## src/logic/dram_ctrl_pkg.sv

```systemverilog
// dram controller package: widths, opcode encodings and command structs
package dram_ctrl_pkg;

    //////////////////////////////////////////////////////////////////////
    // widths
    //////////////////////////////////////////////////////////////////////

    // host and bank data word
    localparam int WORD_W = 32;
    // dram address fields
    localparam int ROW_BITS = 14;
    localparam int COL_BITS = 10;
    localparam int BANK_BITS = 2;
    // one bank controller per bank address
    localparam int NUM_BANKS = 1 << BANK_BITS;
    // opcode field widths
    localparam int OP_BITS = 1;
    localparam int DATA_TYPE_BITS = 2;

    //////////////////////////////////////////////////////////////////////
    // encodings
    //////////////////////////////////////////////////////////////////////

    typedef enum logic [OP_BITS-1:0] {
        OP_READ  = 1'b0,
        OP_WRITE = 1'b1
    } op_e;

    // tensor class of the access
    typedef enum logic [DATA_TYPE_BITS-1:0] {
        DATA_TYPE_WEIGHTS     = 2'd0,
        DATA_TYPE_ACTIVATIONS = 2'd1,
        DATA_TYPE_OUTPUTS     = 2'd2
    } data_type_e;

    //////////////////////////////////////////////////////////////////////
    // command structs
    //////////////////////////////////////////////////////////////////////

    // what a bank controller sees, 27 bits
    typedef struct packed {
        op_e                 op_type;
        data_type_e          data_type;
        logic [ROW_BITS-1:0] row_addr;
        logic [COL_BITS-1:0] col_addr;
    } backend_command_t;

    // host command with bank select on top, 29 bits
    typedef struct packed {
        backend_command_t     cmd;
        logic [BANK_BITS-1:0] bank_addr;
    } frontend_command_t;

    // one bank's payload, command plus write word, 59 bits
    typedef struct packed {
        backend_command_t    cmd;
        logic [WORD_W-1:0]   write_data;
    } bank_cmd_t;

endpackage
```

## src/logic/global_controller.sv

```systemverilog
// dram global controller: routes host commands to four banks, returns reads in order
module global_controller #(
    // outstanding reads tracked, power of two
    parameter int ORDER_DEPTH = 16
) (
    input  logic                                                i_clk,
    input  logic                                                i_rst_n,

    // host command channel
    input  logic                                                i_command_valid,
    input  dram_ctrl_pkg::frontend_command_t                    i_command,
    input  logic [dram_ctrl_pkg::WORD_W-1:0]                    i_write_data,
    output logic                                                o_controller_ready,

    // bank command channels
    input  logic [dram_ctrl_pkg::NUM_BANKS-1:0]                 i_bank_ready,
    output logic [dram_ctrl_pkg::NUM_BANKS-1:0]                 o_bank_cmd_valid,
    output dram_ctrl_pkg::bank_cmd_t [dram_ctrl_pkg::NUM_BANKS-1:0] o_bank_cmd,

    // bank return channels
    input  logic [dram_ctrl_pkg::NUM_BANKS-1:0]                 i_ret_valid,
    input  logic [dram_ctrl_pkg::NUM_BANKS-1:0][dram_ctrl_pkg::WORD_W-1:0] i_ret_data,
    output logic [dram_ctrl_pkg::NUM_BANKS-1:0]                 o_ret_ren,

    // host read data channel, no back-pressure
    output logic                                                o_read_data_valid,
    output logic [dram_ctrl_pkg::WORD_W-1:0]                    o_read_data
);

    //////////////////////////////////////////////////////////////////////
    // internal nets
    //////////////////////////////////////////////////////////////////////

    // dispatch to fifo
    logic                                order_push;
    logic [dram_ctrl_pkg::BANK_BITS-1:0] order_push_bank;
    // fifo status
    logic                                order_full;
    logic                                order_empty;
    logic [dram_ctrl_pkg::BANK_BITS-1:0] order_head_bank;
    // steering to fifo
    logic                                order_pop;

    //////////////////////////////////////////////////////////////////////
    // command path
    //////////////////////////////////////////////////////////////////////

    // fully combinational, transfer in the valid/ready cycle
    bank_command_dispatch u_dispatch (
        .i_command_valid    (i_command_valid),
        .i_command          (i_command),
        .i_write_data       (i_write_data),
        .o_controller_ready (o_controller_ready),
        .i_bank_ready       (i_bank_ready),
        .o_bank_cmd_valid   (o_bank_cmd_valid),
        .o_bank_cmd         (o_bank_cmd),
        .i_order_full       (order_full),
        .o_order_push       (order_push),
        .o_order_push_bank  (order_push_bank)
    );

    // read issue order, head visible the cycle after push
    read_order_fifo #(
        .ORDER_DEPTH (ORDER_DEPTH)
    ) u_order_fifo (
        .i_clk       (i_clk),
        .i_rst_n     (i_rst_n),
        .i_push      (order_push),
        .i_push_bank (order_push_bank),
        .i_pop       (order_pop),
        .o_head_bank (order_head_bank),
        .o_empty     (order_empty),
        .o_full      (order_full)
    );

    //////////////////////////////////////////////////////////////////////
    // return path
    //////////////////////////////////////////////////////////////////////

    read_return_steer u_return (
        .i_head_bank       (order_head_bank),
        .i_empty           (order_empty),
        .o_pop             (order_pop),
        .i_ret_valid       (i_ret_valid),
        .i_ret_data        (i_ret_data),
        .o_ret_ren         (o_ret_ren),
        .o_read_data_valid (o_read_data_valid),
        .o_read_data       (o_read_data)
    );

endmodule

```

## src/logic/read_return_steer.sv

```systemverilog
// return steering: pulls returned data from the banks in read issue order
module read_return_steer (
    // read order fifo read side
    input  logic [dram_ctrl_pkg::BANK_BITS-1:0]                 i_head_bank,
    input  logic                                                i_empty,
    output logic                                                o_pop,
    // bank return channels
    input  logic [dram_ctrl_pkg::NUM_BANKS-1:0]                 i_ret_valid,
    input  logic [dram_ctrl_pkg::NUM_BANKS-1:0][dram_ctrl_pkg::WORD_W-1:0] i_ret_data,
    output logic [dram_ctrl_pkg::NUM_BANKS-1:0]                 o_ret_ren,
    // host read data channel
    output logic                                                o_read_data_valid,
    output logic [dram_ctrl_pkg::WORD_W-1:0]                    o_read_data
);

    // per-bank return handshake
    logic [dram_ctrl_pkg::NUM_BANKS-1:0] ret_hs;
    // any bank handed data over
    logic                                ret_any;

    //////////////////////////////////////////////////////////////////////
    // read enable
    //////////////////////////////////////////////////////////////////////

    // only the oldest outstanding read may return
    // other banks keep their data until they reach the head
    always_comb
    begin
        o_ret_ren = '0;
        for (int b = 0; b < dram_ctrl_pkg::NUM_BANKS; b++)
        begin
            if (!i_empty && (i_head_bank == dram_ctrl_pkg::BANK_BITS'(b)))
            begin
                o_ret_ren[b] = 1'b1;
            end
        end
    end

    assign ret_hs  = i_ret_valid & o_ret_ren;
    assign ret_any = |ret_hs;

    //////////////////////////////////////////////////////////////////////
    // host read data
    //////////////////////////////////////////////////////////////////////

    // at most one handshake per cycle, always the head bank
    assign o_pop             = ret_any;
    assign o_read_data_valid = ret_any;

    // head bank word, zero when idle
    always_comb
    begin
        if (ret_any)
        begin
            o_read_data = i_ret_data[i_head_bank];
        end
        else
        begin
            o_read_data = '0;
        end
    end

endmodule

```

## src/logic/bank_command_dispatch.sv

```systemverilog
// command dispatch: host handshake and routing of commands to the bank controllers
module bank_command_dispatch (
    // host command channel
    input  logic                                                i_command_valid,
    input  dram_ctrl_pkg::frontend_command_t                    i_command,
    input  logic [dram_ctrl_pkg::WORD_W-1:0]                    i_write_data,
    output logic                                                o_controller_ready,
    // bank command channels
    input  logic [dram_ctrl_pkg::NUM_BANKS-1:0]                 i_bank_ready,
    output logic [dram_ctrl_pkg::NUM_BANKS-1:0]                 o_bank_cmd_valid,
    output dram_ctrl_pkg::bank_cmd_t [dram_ctrl_pkg::NUM_BANKS-1:0] o_bank_cmd,
    // read order fifo write side
    input  logic                                                i_order_full,
    output logic                                                o_order_push,
    output logic [dram_ctrl_pkg::BANK_BITS-1:0]                 o_order_push_bank
);

    // one-hot of the addressed bank
    logic [dram_ctrl_pkg::NUM_BANKS-1:0] bank_sel;
    // room left to record a read
    logic                                order_space;
    // command handed over this cycle
    logic                                transfer;

    assign order_space = !i_order_full;

    // bank address decode
    always_comb
    begin
        bank_sel = '0;
        bank_sel[i_command.bank_addr] = 1'b1;
    end

    // valid never looks at bank ready
    // full fifo holds back writes too, keeps ordering simple
    assign o_bank_cmd_valid = (i_command_valid && order_space) ? bank_sel : '0;

    // host ready from the addressed bank only
    assign o_controller_ready = i_command_valid && order_space &&
                                i_bank_ready[i_command.bank_addr];

    assign transfer = i_command_valid && o_controller_ready;

    // same payload broadcast to every bank
    always_comb
    begin
        for (int b = 0; b < dram_ctrl_pkg::NUM_BANKS; b++)
        begin
            o_bank_cmd[b].cmd        = i_command.cmd;
            o_bank_cmd[b].write_data = i_write_data;
        end
    end

    // accepted read, remember which bank owes the data
    assign o_order_push      = transfer && (i_command.cmd.op_type == dram_ctrl_pkg::OP_READ);
    assign o_order_push_bank = i_command.bank_addr;

endmodule

```

## src/logic/read_order_fifo.sv

```systemverilog
// read order fifo: keeps bank indices of issued reads in issue order
module read_order_fifo #(
    // entries, power of two and at least 2
    parameter int ORDER_DEPTH = 16
) (
    input  logic                                i_clk,
    input  logic                                i_rst_n,
    // write side, from command dispatch
    input  logic                                i_push,
    input  logic [dram_ctrl_pkg::BANK_BITS-1:0] i_push_bank,
    // read side, from return steering
    input  logic                                i_pop,
    output logic [dram_ctrl_pkg::BANK_BITS-1:0] o_head_bank,
    output logic                                o_empty,
    output logic                                o_full
);

    localparam int PTR_W = $clog2(ORDER_DEPTH);
    localparam int CNT_W = $clog2(ORDER_DEPTH + 1);

    // storage
    logic [dram_ctrl_pkg::BANK_BITS-1:0] order_mem [ORDER_DEPTH];

    // pointers wrap by overflow
    logic [PTR_W-1:0] wr_ptr;
    logic [PTR_W-1:0] rd_ptr;
    // occupancy
    logic [CNT_W-1:0] count;

    // qualified requests
    logic push_ok;
    logic pop_ok;

    // push when full / pop when empty dropped
    assign push_ok = i_push && !o_full;
    assign pop_ok  = i_pop && !o_empty;

    // storage write
    always_ff @(posedge i_clk)
    begin
        if (push_ok)
        begin
            order_mem[wr_ptr] <= i_push_bank;
        end
    end

    // pointer and count update
    always_ff @(posedge i_clk)
    begin
        if (!i_rst_n)
        begin
            wr_ptr <= '0;
            rd_ptr <= '0;
            count  <= '0;
        end
        else
        begin
            if (push_ok)
            begin
                wr_ptr <= wr_ptr + 1'b1;
            end
            if (pop_ok)
            begin
                rd_ptr <= rd_ptr + 1'b1;
            end
            // simultaneous push and pop leaves count alone
            if (push_ok && !pop_ok)
            begin
                count <= count + 1'b1;
            end
            else if (pop_ok && !push_ok)
            begin
                count <= count - 1'b1;
            end
        end
    end

    // head read straight from storage
    assign o_head_bank = order_mem[rd_ptr];
    assign o_empty     = (count == '0);
    assign o_full      = (count == CNT_W'(ORDER_DEPTH));

endmodule

```

## config.mk

```make
export PLATFORM = sky130hd
export DESIGN_NAME = global_controller
export DESIGN_NICKNAME = d
export VERILOG_FILES = /design/src/logic/dram_ctrl_pkg.sv /design/src/logic/global_controller.sv /design/src/logic/read_return_steer.sv /design/src/logic/bank_command_dispatch.sv /design/src/logic/read_order_fifo.sv
export SDC_FILE = /design/constraint.sdc
export NUM_CORES = 1
export LEC_CHECK = 0
export ABC_AREA = 1
export BUFFER_PORTS_ARGS = -buffer_cell sky130_fd_sc_hd__buf_4
export CORE_AREA = 2 2 188 190
export DETAILED_ROUTE_END_ITERATION = 10
export DIE_AREA = 0 0 190 192
export HOLD_SLACK_MARGIN = 0.15
export SYNTH_ARGS = -nofsm -noshare
export SYNTH_HDL_FRONTEND = slang
export SYNTH_SLANG_ARGS = --single-unit
```

## constraint.sdc

```tcl
create_clock -name i_clk -period 4.3 [get_ports i_clk]
set_input_delay 1.29 -clock i_clk [delete_from_list [all_inputs] [get_ports i_clk]]
set_output_delay 1.29 -clock i_clk [all_outputs]
set_load 0.05 [all_outputs]
```

==> flow_metrics.py <==
metrics = {
    "sta": {
        "clock_skew_ns": 0.00543,
        "timing.final.crit_share": 0.925,
        "fmax_mhz": 252,
        "tns_ns": 0,
        "finalMaxSlewViolations": 0,
        "fin_crit_ns": 3.98,
        "slew_headroom": 0.655,
        "setup_slack_ns": 0.324,
        "finalSetupViolCount": 0,
        "hold_viol": 0,
        "rsz0062_at_grt": "false",
        "tightest_slew_ns": 0.512,
    },
    "global_route": {
        "grt_pass1_wl_um": 23500,
        "antenna_found_initial": 0,
        "grt_max_degree": 33,
        "overflow": 0,
        "track_usage": 0.0851,
        "grt_pass1_vias": 3769,
    },
    "pwr": {
        "comb_power_share": 0.756,
        "p_sw_frac": 0.570,
        "p_sw_w": 0.00221,
        "ir_drop_mv": 0.436,
        "power_leakage_nw": 2.29,
        "p_int_w": 0.00167,
        "power_w": 0.00388,
        "powerDensity_nw_per_um2": 725,
        "clkPwrFrac": 0.095,
        "sequentialPowerShare": 0.150,
    },
    "placed_design": {
        "port_buffers": 187,
        "gp_congestion": 0.786,
        "dp_hpwl_um": 14100,
        "place_worst_setup_slack_ns": 0.454,
        "place_area_um2": 5220,
    },
    "synthesis": {
        "synth_top_area_frac": 0.353,
        "syn_area_per_cell_um2": 7.58,
        "yosys_warnings": 0,
        "ys_ff_latch": 49,
        "synth-main-ff-cell": "edfxtp_1",
        "synth_area_leaders": "buf_4 (35%), edfxtp_1 (19%), nand2_1 (9.2%), dfxtp_1 (6.8%), a22oi_1 (4.8%)",
        "synth_common_cells": "buf_4 (236), nand2_1 (123), inv_1 (44)",
        "ys_seq_area_frac": 0.259,
        "synth_edf_count": 32,
        "ys_async_sr_fraction": 0,
        "ys_types": 30,
        "yosysMostFrequentCell": "buf_4",
        "syn-cell-area_um2": 5020,
        "yosys.area.top_type": "buf_4",
        "synthCells": 662,
        "syn-num-nets": 872,
    },
    "critical_path": {
        "critPathRequiredTime_ns": 3.01,
        "start_kind": "flip-flop",
        "path_cells": "buf_4 -> inv_6 -> nand2_1 -> nand3_1 -> nand3_1 -> nand3_1 -> nand2_4 -> inv_2 -> nor2_2 -> buf_12 -> a22oi_1 -> buf_4 -> a31oi_1 -> buf_4",
        "cp_max_fo": 32,
        "critPathSlowestCell": "dfxtp_1",
        "cp_slowest_stage_delay_ns": 0.30,
        "endpoint_kind": "output pin",
        "criticalPathCategory": "reg -> out",
        "crit_arrival_ns": 2.69,
        "cpLargestDelayFamily": "buffers and inverters",
        "crit_buf_inv": 6,
    },
    "clocking": {
        "holdBufCountCts": 0,
        "clk_pin_slew_worst_paths_ns": 0.06,
        "htreeDepth": 2,
        "cts_tree": "yes",
        "insertion_delay_ns": 0.28,
        "ctsResizeCount": 0,
        "cts_max_path_buffers": 2,
        "cts_root_buffer": "clkbuf_16",
        "post-cts-setup-buffer-count": 0,
        "cts-buffers-inserted": 5,
        "cts_sinks": 49,
    },
    "routing": {
        "wl_um": 16800,
        "wl_per_cell_um": 15.8,
        "vias_per_cell": 3.63,
        "dr.first_iter.drc_count": 244,
        "postRouteAntennaNets": 0,
        "drc": 0,
        "drt_pass1_iterations": 4,
        "vias": 3869,
    },
    "floorplanning": {
        "fp.dieH_um": 192,
        "initial_utilization": 0.146,
        "die_w_um": 190,
        "ios": 478,
        "rows": 68,
        "die_area_um2": 36500,
        "core_um2": 34300,
    },
    "final_layout": {
        "areaGrowthSynthToFinish_pct": 6.60,
        "drive_gt1_frac": 0.358,
        "final_nets": 821,
        "n_antenna_cell": 0,
        "utilization": 0.156,
        "final_area_um2": 5350,
    },
    "outcome": {
        "status": "complete, no violations",
    },
    "hold_path": {
        "hold_class": "reg -> reg",
    },
    "job": {
        "drv_cap": 0,
    },
}
## routing by layer
layer / wire length, um / global-route usage
met5: 43 / 0.00824
met1: 5510 / 0.0867
met3: 2600 / 0.0528
met4: 723 / 0.0417
met2: 7930 / 0.136
## cells by family after synthesis
logic type	after synthesis	synth area share
fa+ha+maj	10	0.0264
flops	49	0.259
buf+inv	305	0.418
compound gates	92	0.118
simple gates	202	0.172
xor+xnor	4	0.00698
## state kept, by name, summed over array words and instances (netlist names), named ones only
register and flops:
u_order_fifo.wr_ptr 4, u_order_fifo.rd_ptr 4, u_order_fifo.order_mem 32, u_order_fifo.count 5
## worst min-delay path, stage by stage, from the launching register on
cell and delay [ns]:
dfxtp_1 0.31, inv_1 0.07, a21oi_1 0.07
## power groups by stage
stage | sequential [W] | clock (W) | combinational (W)
2_1_floorplan | 0.000577 | 0 | 0.00260
3_3_place_gp | 0.000590 | 0 | 0.00294
3_5_place_dp | 0.000592 | 0 | 0.00295
4_1_cts | 0.000581 | 0.000376 | 0.00296
5_1_grt | 0.000586 | 0.000399 | 0.00316
6_report | 0.000581 | 0.000367 | 0.00293
## per-stage QoR
stage	cells	hold WS (ns)
finish	1067	0.495
global route	1067	0.543
CTS	1067	0.490
detailed placement	1059	0.482
global placement	1059	0.485
floorplan	662	0.454
## placed cells by master, fill, tap and decap left out, types with 17 or more instances in the layout
master    instances
inv_1            44
a22oi_1          32
nand3_1          25
dfxtp_1          17
a31oi_1          34
nand2_1         123
edfxtp_1         32
nor2_1           34
buf_4           193
## path summary, 6_finish.rpt
path,start,endpoint,slack (ns),cells past startpoint
min reg2reg,u_order_fifo.count[4],u_order_fifo.count[4],0.50,2
min,u_order_fifo.count[4],u_order_fifo.count[4],0.50,2
max reg2reg,flip-flop,u_order_fifo.count[4],1.14,21
max,flip-flop,o_read_data[8],0.32,14
## cell type report
type / instances / area, um2
multi-input combinational: 308 / 1620
timing repair buffer: 197 / 1530
clock inverter: 1 / 5.00
fill: 3909 / 28900
inverter: 50 / 193
tap: 455 / 569
clock buffer: 7 / 133
sequential: 49 / 1300
No activity file was read; power rests on OpenSTA's default activity.
